## src/rtl/l2_settings.svh

```systemverilog
// Size settings for the L2 subsystem, included by the type package and by RTL that sizes arrays
`ifndef L2_SETTINGS_SVH
`define L2_SETTINGS_SVH

// Width of a byte address on the L1 side and on the memory side
`define L2_ADDR_BITS 16

// Bytes per cache line; a line is eight times this many bits wide
`define L2_LINE_BYTES 8

// Log2 of the number of direct-mapped lines
`define L2_INDEX_BITS 3

// Top two address bits of the region where memory answers with an error
`define L2_FAULT_TOP 2'b11

`endif

```

## src/rtl/l2_types_pkg.sv

```systemverilog
// Shared request, response, memory-bus and address types for all L2 subsystem modules
`include "l2_settings.svh"

package l2_types_pkg;

    localparam int unsigned L2_LINE_BITS   = 8 * `L2_LINE_BYTES;
    localparam int unsigned L2_OFFSET_BITS = $clog2(`L2_LINE_BYTES);
    localparam int unsigned L2_TAG_BITS    = `L2_ADDR_BITS - `L2_INDEX_BITS - L2_OFFSET_BITS;

    typedef logic [L2_LINE_BITS-1:0]                  l2_line_t;
    typedef logic [`L2_LINE_BYTES-1:0]                l2_strb_t;
    typedef logic [L2_TAG_BITS-1:0]                   l2_tag_t;
    typedef logic [`L2_INDEX_BITS-1:0]                l2_index_t;
    typedef logic [L2_OFFSET_BITS-1:0]                l2_offset_t;
    typedef logic [`L2_ADDR_BITS-L2_OFFSET_BITS-1:0]  l2_line_addr_t;

    typedef struct packed {
        l2_tag_t    tag;
        l2_index_t  index;
        l2_offset_t offset;
    } l2_addr_fields_t;

    // The same address word seen flat or split into cache fields
    typedef union packed {
        logic [`L2_ADDR_BITS-1:0] raw;
        l2_addr_fields_t          f;
    } l2_addr_u;

    typedef struct packed {
        logic     valid;
        logic     write;
        l2_addr_u addr;
        l2_line_t wdata;
        l2_strb_t wstrb;
    } l1_req_t;

    typedef enum logic [1:0] {
        L2_OKAY = 2'b00,
        L2_ERR  = 2'b10
    } l2_status_e;

    typedef struct packed {
        logic       valid;
        l2_line_t   rdata;
        l2_status_e status;
    } l1_resp_t;

    typedef struct packed {
        logic          valid;
        logic          write;
        l2_line_addr_t line_addr;
        l2_line_t      data;
    } mem_req_t;

    typedef struct packed {
        logic     valid;
        l2_line_t data;
        logic     err;
    } mem_resp_t;

endpackage

```

## src/rtl/l2_arbiter.sv

```systemverilog
// Round-robin input arbiter that picks one of two L1 ports and routes the cache response back
`timescale 1ns/1ns

module l2_arbiter (
    input  logic                         i_clk,
    input  logic                         i_rst,
    input  l2_types_pkg::l1_req_t [1:0]  i_l1_req,
    output logic [1:0]                   o_l1_ready,
    output l2_types_pkg::l1_resp_t [1:0] o_l1_resp,
    output l2_types_pkg::l1_req_t        o_req,
    input  logic                         i_req_ready,
    input  l2_types_pkg::l1_resp_t       i_resp
);
    import l2_types_pkg::*;

    // Port served most recently, and the port that owns the request in flight
    logic last_port;
    logic owner;
    logic busy;
    logic sel;
    logic take;

    // When both ports wait, the one that was not served last gets the turn
    always_comb begin
        if (i_l1_req[0].valid && i_l1_req[1].valid) begin
            sel = ~last_port;
        end else begin
            sel = i_l1_req[1].valid;
        end
    end

    always_comb begin
        o_l1_ready      = 2'b00;
        o_l1_ready[sel] = !busy && i_l1_req[sel].valid;
    end

    assign take = o_l1_ready[sel];

    // Data goes to both ports, the valid only to the owner
    always_comb begin
        for (int p = 0; p < 2; p++) begin
            o_l1_resp[p]       = i_resp;
            o_l1_resp[p].valid = i_resp.valid && (owner == 1'(p));
        end
    end

    always_ff @(posedge i_clk) begin
        if (i_rst) begin
            busy      <= 1'b0;
            last_port <= 1'b1;
            owner     <= 1'b0;
            o_req     <= '0;
        end else begin
            // Drop the offer once the cache has taken it
            if (o_req.valid && i_req_ready) begin
                o_req.valid <= 1'b0;
            end

            if (take) begin
                o_req     <= i_l1_req[sel];
                busy      <= 1'b1;
                owner     <= sel;
                last_port <= sel;
            end

            // The response closes the transfer and frees the arbiter
            if (i_resp.valid) begin
                busy <= 1'b0;
            end
        end
    end

endmodule

```

## src/rtl/l2_cache.sv

```systemverilog
// Direct-mapped write-back L2 cache core; serves hits locally and fills misses through the bridge
`timescale 1ns/1ns
`include "l2_settings.svh"

module l2_cache (
    input  logic                   i_clk,
    input  logic                   i_rst,
    input  l2_types_pkg::l1_req_t  i_req,
    output logic                   o_req_ready,
    output l2_types_pkg::l1_resp_t o_resp,
    output l2_types_pkg::mem_req_t o_mem_req,
    input  logic                   i_mem_ready,
    input  logic                   i_mem_done,
    input  l2_types_pkg::l2_line_t i_mem_data,
    input  logic                   i_load_fault,
    input  logic                   i_store_fault,
    input  logic                   i_flush_valid,
    output logic                   o_flush_end
);
    import l2_types_pkg::*;

    localparam int NUM_LINES = 1 << `L2_INDEX_BITS;

    typedef enum logic [2:0] {
        ST_IDLE,
        ST_WB,
        ST_FILL,
        ST_RESP,
        ST_FLUSH,
        ST_FLUSH_WB
    } state_e;

    state_e               state;
    l2_line_t             data_mem [NUM_LINES];
    l2_tag_t              tag_mem [NUM_LINES];
    logic [NUM_LINES-1:0] valid_bits;
    logic [NUM_LINES-1:0] dirty_bits;
    l1_req_t              req_q;
    logic                 flush_req;
    l2_index_t            flush_idx;
    l2_index_t            in_idx;
    l2_index_t            req_idx;
    logic                 in_hit;
    logic                 take;
    logic                 line_we;
    l2_index_t            line_widx;
    l2_tag_t              line_wtag;
    l2_line_t             line_wdata;

    // Byte-strobe merge of new data over an existing line
    function automatic l2_line_t merge_line(l2_line_t old_line, l2_line_t new_line,
                                            l2_strb_t strb);
        l2_line_t res;
        res = old_line;
        for (int b = 0; b < `L2_LINE_BYTES; b++) begin
            if (strb[b]) begin
                res[8*b +: 8] = new_line[8*b +: 8];
            end
        end
        return res;
    endfunction

    assign in_idx  = i_req.addr.f.index;
    assign req_idx = req_q.addr.f.index;
    assign in_hit  = valid_bits[in_idx] && (tag_mem[in_idx] == i_req.addr.f.tag);

    // A pending flush blocks new requests until the walk has finished
    assign o_req_ready = (state == ST_IDLE) && !flush_req && i_req.valid;
    assign take        = o_req_ready;

    // Single write port into the line storage, used by write hits and by fills
    always_comb begin
        line_we    = 1'b0;
        line_widx  = in_idx;
        line_wtag  = i_req.addr.f.tag;
        line_wdata = merge_line(data_mem[in_idx], i_req.wdata, i_req.wstrb);
        if (take && in_hit && i_req.write) begin
            line_we = 1'b1;
        end else if (state == ST_FILL && i_mem_done && !i_load_fault) begin
            line_we    = 1'b1;
            line_widx  = req_idx;
            line_wtag  = req_q.addr.f.tag;
            line_wdata = req_q.write ? merge_line(i_mem_data, req_q.wdata, req_q.wstrb)
                                     : i_mem_data;
        end
    end

    always_ff @(posedge i_clk) begin
        if (line_we) begin
            data_mem[line_widx] <= line_wdata;
            tag_mem[line_widx]  <= line_wtag;
        end
        if (take) begin
            req_q <= i_req;
        end
    end

    always_ff @(posedge i_clk) begin
        if (i_rst) begin
            state       <= ST_IDLE;
            valid_bits  <= '0;
            dirty_bits  <= '0;
            flush_req   <= 1'b0;
            flush_idx   <= '0;
            o_resp      <= '0;
            o_mem_req   <= '0;
            o_flush_end <= 1'b0;
        end else begin
            o_resp.valid <= 1'b0;
            o_flush_end  <= 1'b0;
            if (o_mem_req.valid && i_mem_ready) begin
                o_mem_req.valid <= 1'b0;
            end

            case (state)
                ST_IDLE: begin
                    if (flush_req) begin
                        flush_req <= 1'b0;
                        flush_idx <= '0;
                        state     <= ST_FLUSH;
                    end else if (take) begin
                        if (in_hit) begin
                            o_resp <= '{valid: 1'b1, status: L2_OKAY,
                                        rdata: i_req.write ? line_wdata : data_mem[in_idx]};
                            if (i_req.write) begin
                                dirty_bits[in_idx] <= 1'b1;
                            end
                        end else if (valid_bits[in_idx] && dirty_bits[in_idx]) begin
                            // Victim is dirty, so it goes to memory before the fill
                            o_mem_req <= '{valid: 1'b1, write: 1'b1,
                                           line_addr: {tag_mem[in_idx], in_idx},
                                           data: data_mem[in_idx]};
                            state     <= ST_WB;
                        end else begin
                            o_mem_req <= '{valid: 1'b1, write: 1'b0, data: '0,
                                           line_addr: i_req.addr.raw[`L2_ADDR_BITS-1:L2_OFFSET_BITS]};
                            state     <= ST_FILL;
                        end
                    end
                end
                ST_WB: begin
                    if (i_mem_done) begin
                        dirty_bits[req_idx] <= 1'b0;
                        if (i_store_fault) begin
                            // Victim could not be saved; drop it and fail the request
                            valid_bits[req_idx] <= 1'b0;
                            o_resp              <= '{valid: 1'b1, rdata: '0, status: L2_ERR};
                            state               <= ST_IDLE;
                        end else begin
                            o_mem_req <= '{valid: 1'b1, write: 1'b0, data: '0,
                                           line_addr: req_q.addr.raw[`L2_ADDR_BITS-1:L2_OFFSET_BITS]};
                            state     <= ST_FILL;
                        end
                    end
                end
                ST_FILL: begin
                    if (i_mem_done) begin
                        if (i_load_fault) begin
                            o_resp <= '{valid: 1'b1, rdata: '0, status: L2_ERR};
                            state  <= ST_IDLE;
                        end else begin
                            valid_bits[req_idx] <= 1'b1;
                            dirty_bits[req_idx] <= req_q.write;
                            state               <= ST_RESP;
                        end
                    end
                end
                ST_RESP: begin
                    o_resp <= '{valid: 1'b1, rdata: data_mem[req_idx], status: L2_OKAY};
                    state  <= ST_IDLE;
                end
                ST_FLUSH: begin
                    if (valid_bits[flush_idx] && dirty_bits[flush_idx]) begin
                        o_mem_req <= '{valid: 1'b1, write: 1'b1,
                                       line_addr: {tag_mem[flush_idx], flush_idx},
                                       data: data_mem[flush_idx]};
                        state     <= ST_FLUSH_WB;
                    end else begin
                        valid_bits[flush_idx] <= 1'b0;
                        dirty_bits[flush_idx] <= 1'b0;
                        flush_idx             <= flush_idx + 1'b1;
                        if (flush_idx == '1) begin
                            o_flush_end <= 1'b1;
                            state       <= ST_IDLE;
                        end
                    end
                end
                ST_FLUSH_WB: begin
                    // A store fault here changes nothing, the line is invalidated anyway
                    if (i_mem_done) begin
                        valid_bits[flush_idx] <= 1'b0;
                        dirty_bits[flush_idx] <= 1'b0;
                        flush_idx             <= flush_idx + 1'b1;
                        if (flush_idx == '1) begin
                            o_flush_end <= 1'b1;
                            state       <= ST_IDLE;
                        end else begin
                            state <= ST_FLUSH;
                        end
                    end
                end
                default: begin
                    state <= ST_IDLE;
                end
            endcase

            // Kept after the FSM so a pulse that lands while a flush starts is not lost
            if (i_flush_valid) begin
                flush_req <= 1'b1;
            end
        end
    end

endmodule

```

## src/rtl/l2_mem_bridge.sv

```systemverilog
// Memory-side bridge that carries one line transfer on the memory bus and sorts its errors
`timescale 1ns/1ns

module l2_mem_bridge (
    input  logic                    i_clk,
    input  logic                    i_rst,
    input  l2_types_pkg::mem_req_t  i_req,
    output logic                    o_req_ready,
    output logic                    o_done,
    output l2_types_pkg::l2_line_t  o_data,
    output logic                    o_load_fault,
    output logic                    o_store_fault,
    output l2_types_pkg::mem_req_t  o_mem_req,
    input  logic                    i_mem_ready,
    input  l2_types_pkg::mem_resp_t i_mem_resp
);
    import l2_types_pkg::*;

    typedef enum logic [1:0] {
        BR_IDLE,
        BR_REQ,
        BR_RESP
    } br_state_e;

    br_state_e state;
    logic      is_write;

    assign o_req_ready = (state == BR_IDLE) && i_req.valid;

    always_ff @(posedge i_clk) begin
        if (i_rst) begin
            state         <= BR_IDLE;
            o_mem_req     <= '0;
            o_done        <= 1'b0;
            o_load_fault  <= 1'b0;
            o_store_fault <= 1'b0;
        end else begin
            o_done        <= 1'b0;
            o_load_fault  <= 1'b0;
            o_store_fault <= 1'b0;
            case (state)
                BR_IDLE: begin
                    if (o_req_ready) begin
                        o_mem_req <= i_req;
                        state     <= BR_REQ;
                    end
                end
                BR_REQ: begin
                    // Request stays on the bus until memory takes it
                    if (i_mem_ready) begin
                        o_mem_req.valid <= 1'b0;
                        state           <= BR_RESP;
                    end
                end
                BR_RESP: begin
                    // Memory answers one cycle after it takes the request, at the earliest
                    if (i_mem_resp.valid) begin
                        o_done        <= 1'b1;
                        o_load_fault  <= i_mem_resp.err && !is_write;
                        o_store_fault <= i_mem_resp.err && is_write;
                        state         <= BR_IDLE;
                    end
                end
                default: begin
                    state <= BR_IDLE;
                end
            endcase
        end
    end

    always_ff @(posedge i_clk) begin
        if (o_req_ready) begin
            is_write <= i_req.write;
        end
        if (state == BR_RESP && i_mem_resp.valid) begin
            o_data <= i_mem_resp.data;
        end
    end

endmodule

```

## src/rtl/l2_top.sv

```systemverilog
// Top level of the L2 subsystem; connects the input arbiter, the cache core and the memory bridge
`timescale 1ns/1ns

module l2_top (
    input  logic                         i_clk,
    input  logic                         i_rst,
    input  l2_types_pkg::l1_req_t [1:0]  i_l1_req,
    output logic [1:0]                   o_l1_ready,
    output l2_types_pkg::l1_resp_t [1:0] o_l1_resp,
    input  logic                         i_flush_valid,
    output logic                         o_flush_end,
    output l2_types_pkg::mem_req_t       o_mem_req,
    input  logic                         i_mem_ready,
    input  l2_types_pkg::mem_resp_t      i_mem_resp
);
    import l2_types_pkg::*;

    // Arbiter to cache
    l1_req_t  arb_req;
    logic     arb_req_ready;
    l1_resp_t cache_resp;

    // Cache to bridge
    mem_req_t cache_mem_req;
    logic     cache_mem_ready;
    logic     mem_done;
    l2_line_t mem_data;
    logic     mem_load_fault;
    logic     mem_store_fault;

    l2_arbiter u_arbiter (
        .i_clk       (i_clk),
        .i_rst       (i_rst),
        .i_l1_req    (i_l1_req),
        .o_l1_ready  (o_l1_ready),
        .o_l1_resp   (o_l1_resp),
        .o_req       (arb_req),
        .i_req_ready (arb_req_ready),
        .i_resp      (cache_resp)
    );

    l2_cache u_cache (
        .i_clk         (i_clk),
        .i_rst         (i_rst),
        .i_req         (arb_req),
        .o_req_ready   (arb_req_ready),
        .o_resp        (cache_resp),
        .o_mem_req     (cache_mem_req),
        .i_mem_ready   (cache_mem_ready),
        .i_mem_done    (mem_done),
        .i_mem_data    (mem_data),
        .i_load_fault  (mem_load_fault),
        .i_store_fault (mem_store_fault),
        .i_flush_valid (i_flush_valid),
        .o_flush_end   (o_flush_end)
    );

    l2_mem_bridge u_bridge (
        .i_clk         (i_clk),
        .i_rst         (i_rst),
        .i_req         (cache_mem_req),
        .o_req_ready   (cache_mem_ready),
        .o_done        (mem_done),
        .o_data        (mem_data),
        .o_load_fault  (mem_load_fault),
        .o_store_fault (mem_store_fault),
        .o_mem_req     (o_mem_req),
        .i_mem_ready   (i_mem_ready),
        .i_mem_resp    (i_mem_resp)
    );

endmodule

```

## config.mk

```make
export PLATFORM = sky130hd
export DESIGN_NAME = l2_top
export DESIGN_NICKNAME = d
export VERILOG_FILES = /design/src/rtl/l2_types_pkg.sv /design/src/rtl/l2_arbiter.sv /design/src/rtl/l2_cache.sv /design/src/rtl/l2_mem_bridge.sv /design/src/rtl/l2_top.sv
export VERILOG_INCLUDE_DIRS = /design/src /design/src/rtl
export SDC_FILE = /design/constraint.sdc
export NUM_CORES = 2
export LEC_CHECK = 0
export BUFFER_PORTS_ARGS = -buffer_cell sky130_fd_sc_hd__buf_2
export CORE_MARGIN = 2
export CORE_UTILIZATION = 45
export CTS_BUF_LIST = sky130_fd_sc_hd__clkbuf_8
export DETAILED_ROUTE_END_ITERATION = 12
export PLACE_DENSITY_LB_ADDON = 0.2
export SETUP_SLACK_MARGIN = 0.2
export SLEW_MARGIN = 20
export SYNTH_ARGS = -nofsm -noshare
export SYNTH_HDL_FRONTEND = slang
export SYNTH_SLANG_ARGS = --single-unit
```

## constraint.sdc

```tcl
create_clock -name i_clk -period 9.9 [get_ports i_clk]
set_input_delay 0 -clock i_clk [delete_from_list [all_inputs] [get_ports i_clk]]
set_output_delay 0 -clock i_clk [all_outputs]
set_load 0.03 [all_outputs]
```

==> flow_summary.html <==
<table>
<tr><th>Metric</th><th>Value</th></tr>
<tr><th colspan="2">Timing</th></tr>
<tr><td>Final Hold Violating Endpoints</td><td>0</td></tr>
<tr><td>Final period utilization</td><td>0.613</td></tr>
<tr><td>Final WS setup</td><td>3830 ps</td></tr>
<tr><td>Actual transition at the worst max-transition pin</td><td>1230 ps</td></tr>
<tr><td>Worst Hold Margin</td><td>81.6 ps</td></tr>
<tr><td>Final setup violation count</td><td>0</td></tr>
<tr><td>Maximum frequency from static timing analysis</td><td>between 0.15 and 0.2 GHz</td></tr>
<tr><td>Total negative slack for setup checks</td><td>0 ps</td></tr>
<tr><td>Slew margin rel.</td><td>0.172</td></tr>
<tr><td>Minimum clock period after layout</td><td>around 6100 ps</td></tr>
<tr><td>Final Slew Violations</td><td>0</td></tr>
<tr><td>Layout Skew</td><td>around 45 ps</td></tr>
<tr><td>Unrepaired setup endpoints after global routing</td><td>false</td></tr>
<tr><th colspan="2">Synthesis</th></tr>
<tr><td>Most frequent cells after synthesis</td><td>edfxtp_1 (743), mux4_2 (417), dfxtp_1 (352)</td></tr>
<tr><td>Synth area leaders</td><td>edfxtp_1 (41%), mux4_2 (17%), dfxtp_1 (13%), mux2_2 (3.1%), mux2i_1 (2.9%)</td></tr>
<tr><td>Synth Warn #</td><td>0</td></tr>
<tr><td>Sequential cell area fraction in the yosys report</td><td>0.538</td></tr>
<tr><td>Count of flip-flops with a built-in enable after synthesis</td><td>743</td></tr>
<tr><td>Post-Syn Area</td><td>about 55,000 um2</td></tr>
<tr><td>Library cells used by synthesis</td><td>74</td></tr>
<tr><td>Share of flip-flops with an asynchronous set or reset</td><td>0</td></tr>
<tr><td>Most instantiated flip-flop cell in the synthesis netlist</td><td>edfxtp_1</td></tr>
<tr><td>Count of state elements after synthesis</td><td>1,095</td></tr>
<tr><td>Synthesized area per cell</td><td>13.6 um2</td></tr>
<tr><td>Cell count after synthesis</td><td>4,008</td></tr>
<tr><td>Biggest area consumer among synthesized cells</td><td>edfxtp_1</td></tr>
<tr><td>Most used standard cell by instance count after synthesis</td><td>edfxtp_1</td></tr>
<tr><td>Fraction of post-synthesis cell area in the top cell type by area</td><td>0.409</td></tr>
<tr><th colspan="2">Route</th></tr>
<tr><td>DRT Wirelength</td><td>183,000 um</td></tr>
<tr><td>Remaining number of nets flagged by the antenna check after routing</td><td>0</td></tr>
<tr><td>Number of DRC violations after detailed routing</td><td>0</td></tr>
<tr><td>Vias per cell</td><td>slightly above 6</td></tr>
<tr><td>DRT Pass-1 Iters</td><td>9</td></tr>
<tr><td>Iteration-0 DRC Markers</td><td>roughly 4.7k</td></tr>
<tr><td>Via Count</td><td>approximately 40k</td></tr>
<tr><td>Routed WL per cell</td><td>28.0 um</td></tr>
<tr><th colspan="2">Pwr</th></tr>
<tr><td>Pwr/cell area</td><td>175 nW/um2</td></tr>
<tr><td>Total leakage power</td><td>23.0 nW</td></tr>
<tr><td>Worst vdd rail ir drop</td><td>0.134 mV</td></tr>
<tr><th colspan="2">Global route</th></tr>
<tr><td>Pin count of the biggest net entering global routing</td><td>85</td></tr>
<tr><td>Global routing usage on met1</td><td>0.368</td></tr>
<tr><td>Number of antenna violations at the first check in global routing</td><td>8</td></tr>
<tr><td>Number of global-route vias before repair</td><td>about 40k</td></tr>
<tr><td>Most Used Layer, Global Route</td><td>met2</td></tr>
<tr><td>GR Overflow Total</td><td>0</td></tr>
<tr><td>Global-route wire length before repair</td><td>267,000 um</td></tr>
<tr><td>M3 GR Usage</td><td>0.0613</td></tr>
<tr><td>Total routing usage reported by global routing</td><td>0.289</td></tr>
<tr><td>Met2 Resource Use GR</td><td>0.481</td></tr>
<tr><th colspan="2">Min path</th></tr>
<tr><td>HP Start</td><td>i_mem_ready</td></tr>
<tr><td>Hold WC Path Type</td><td>primary input to flop</td></tr>
<tr><td>Worst Hold End</td><td>u_bridge.state[1]$_SDFFE_PP0P_</td></tr>
<tr><td>Cell count of the worst hold path</td><td>6</td></tr>
<tr><th colspan="2">Clock tree</th></tr>
<tr><td>CTS H-tree lvls</td><td>4</td></tr>
<tr><td>TritonCTS Sinks</td><td>1,095</td></tr>
<tr><td># resized after CTS</td><td>0</td></tr>
<tr><td>TritonCTS clock tree</td><td>done</td></tr>
<tr><td>TritonCTS buffer count</td><td>roughly 190</td></tr>
<tr><td>Root buffer cell</td><td>clkbuf_8</td></tr>
<tr><td>Clock latency on the worst-skew pair</td><td>a little under 900 ps</td></tr>
<tr><td>Maximum count of clock buffers along a single path</td><td>3</td></tr>
<tr><td>Clock-pin slew on the worst setup and hold paths</td><td>about 60 ps</td></tr>
<tr><td>Number of setup buffers added after CTS</td><td>0</td></tr>
<tr><td>Number of hold buffers added after CTS</td><td>481</td></tr>
<tr><th colspan="2">Setup path</th></tr>
<tr><td>Worst R2R Path Depth</td><td>11</td></tr>
<tr><td>CP bufs+invs</td><td>4</td></tr>
<tr><td>Required time of the critical path</td><td>a little over 10,000 ps</td></tr>
<tr><td>Peak per-stage delay on the critical path</td><td>940 ps</td></tr>
<tr><td>Terminus of the critical flop-to-flop path</td><td>u_cache.data_mem[1][42]$_DFFE_PP_</td></tr>
<tr><td>Critical path arrival</td><td>6530 ps</td></tr>
<tr><td>Kind of critical path</td><td>flop to flop</td></tr>
<tr><td>Largest driver fanout on the critical path</td><td>48</td></tr>
<tr><td>Cell class contributing the biggest share of worst-path delay</td><td>buffers and inverters</td></tr>
<tr><td>Critical path capture point type</td><td>flop</td></tr>
<tr><td>Cell with the largest stage delay on the worst path</td><td>buf_4</td></tr>
<tr><td>Launching element type of the critical path</td><td>flop</td></tr>
<tr><td>Register-to-register path setup slack</td><td>3830 ps</td></tr>
<tr><td>Most Frequent Cell on Critical Path</td><td>buf_4</td></tr>
<tr><td>Cell chain of the critical path</td><td>buf_4, buf_4, nor2_1, a2bb2o_1, o21ai_0, nand4_1, and4b_4, a31o_2, a21boi_4, buf_4, buf_4</td></tr>
<tr><th colspan="2">Placement</th></tr>
<tr><td>Worst slack at placement</td><td>3840 ps</td></tr>
<tr><td>Buffers on Ports</td><td>457</td></tr>
<tr><td>Placed wire-length estimate after detailed placement</td><td>103,000 um</td></tr>
<tr><td>Final RePlAce weighted congestion</td><td>between 0.9 and 1</td></tr>
<tr><td>Dpl cell area</td><td>~57,000 um2</td></tr>
<tr><th colspan="2">Floorplanning</th></tr>
<tr><td>Site Rows</td><td>around 130</td></tr>
<tr><td>Horiz. Die Dim</td><td>352 um</td></tr>
<tr><td>Initial Util</td><td>0.455</td></tr>
<tr><td>Core Footprint</td><td>120,000 um2</td></tr>
<tr><td>Die boundary height</td><td>352 um</td></tr>
<tr><td>I/O pins</td><td>466</td></tr>
<tr><td>Die Outline Area</td><td>between 100,000 and 150,000 um2</td></tr>
<tr><th colspan="2">Cells and area</th></tr>
<tr><td>Area grow syn2layout</td><td>20.9%</td></tr>
<tr><td>Fill cell count</td><td>roughly 9.8k</td></tr>
<tr><td>Fraction of layout instances using a drive strength above 1</td><td>0.295</td></tr>
<tr><td>Final instance area</td><td>66,000 um2</td></tr>
<tr><td>Number of nets in the final layout</td><td>5,001</td></tr>
<tr><th colspan="2">Run status</th></tr>
<tr><td>Status</td><td>finished, final reports clean</td></tr>
<tr><th colspan="2">Flow run</th></tr>
<tr><td>Max-cap violation count</td><td>0</td></tr>
</table>
## state kept, by name (all words and copies together) (netlist names), 2 cells and up, named ones only
signal	flops
u_cache.data_mem	512
u_arbiter.o_req	87
u_cache.req_q	83
u_cache.tag_mem	80
u_bridge.o_mem_req	79
u_cache.o_mem_req	79
u_cache.o_resp	66
u_bridge.o_data	64
u_cache.dirty_bits	8
u_cache.valid_bits	8
u_cache.flush_idx	3
u_cache.req_idx	3
u_cache.state	3
u_bridge.state	2
## area by class of cell
| type | count | area [um2] | area share |
|---|---|---|---|
| tap | 1612 | 2020 | 0.0305 |
| multi-input combinational | 2303 | 22600 | 0.342 |
| inverter | 145 | 548 | 0.00830 |
| antenna | 5 | 12.5 | 0.000189 |
| clock inverter | 136 | 793 | 0.0120 |
| timing repair buffer | 1018 | 7770 | 0.118 |
| clock buffer | 213 | 2930 | 0.0444 |
| sequential | 1095 | 29400 | 0.445 |
## metrics by stage
step | total power [mW] | std cells | util
5_1_grt | 12.0 | 6524 | 0.550
2_1_floorplan | 6.73 | 4009 | -
6_report | 11.6 | 6527 | 0.550
3_5_place_dp | 7.37 | 5692 | 0.479
3_3_place_gp | 7.36 | 5692 | 0.479
4_1_cts | 11.6 | 6522 | 0.550
## power by group
part / total, mW / switching [mW] / internal, mW
sequential: 5.30 / 0.200 / 5.10
combinational: 2.22 / 1.26 / 0.966
clock: 4.06 / 1.91 / 2.15
## logic make-up (layout without fill, tap and decap cells)
| family | count (synthesis) | after routing | synth area share |
|---|---|---|---|
| multiplexers | 726 | 726 | 0.232 |
| XOR/XNOR | 5 | 5 | 0.000802 |
| AND/OR/NAND/NOR | 759 | 759 | 0.0615 |
| adder cells (fa/ha/maj) | 2 | 2 | 0.000458 |
| buffers and inverters | 611 | 1512 | 0.0531 |
| flip-flops | 1095 | 1095 | 0.538 |
| AO/OA/AOI/OAI | 809 | 809 | 0.114 |
| other | 1 | 7 | 0.0000687 |
## worst max-delay path by stage
stage                                        startpoint                                end  slack [ps]  cells after the start
after floorplan           u_cache.state[2]$_SDFFE_PP0P_   u_cache.data_mem[1][0]$_DFFE_PP_         340                      9
final                                              flop  u_cache.data_mem[1][42]$_DFFE_PP_        3830                     11
after global placement                             flop  u_cache.data_mem[1][17]$_DFFE_PP_        3800                     11
after global routing                               flop  u_cache.data_mem[1][42]$_DFFE_PP_        3550                     11
after CTS                                          flop  u_cache.data_mem[1][42]$_DFFE_PP_        3800                     11
after detailed placement                           flop  u_cache.data_mem[6][53]$_DFFE_PP_        3840                     10
## metal layers
layer	routed length, um	up-vias
li1	-	17243
met1	71000	20455
met2	88800	2195
met3	16100	401
met4	6940	2
met5	16	-
## worst register-to-register path: stages (launching register included)
cell and delay, ps:
dfxtp_4 770, buf_4 640, buf_4 680, nor2_1 120, a2bb2o_1 300, o21ai_0 200
nand4_1 160, and4b_4 820, a31o_2 340, a21boi_4 170, buf_4 490, buf_4 950
## placed cells by master, fill, tap and decap left out, types with 12 or more instances in the layout
master and count:
nand2b_1 80, o21ai_0 95, o221ai_2 50, buf_4 75
inv_1 211, a22oi_1 77, buf_2 456, nor3_1 76
nand3_1 12, mux2i_1 160, o2bb2ai_1 129, o211ai_1 67
o221ai_1 16, clkbuf_8 213, dlygate4sd3_1 481, nor2_1 217
dfxtp_1 342, clkinv_2 23, a221o_1 14, mux4_2 417
mux2_2 148, clkinv_1 27, a21oi_1 177, nor2b_1 21
a222oi_1 86, edfxtp_1 743, nand2_1 299
Note: power is estimated with default switching activity, not from simulation.
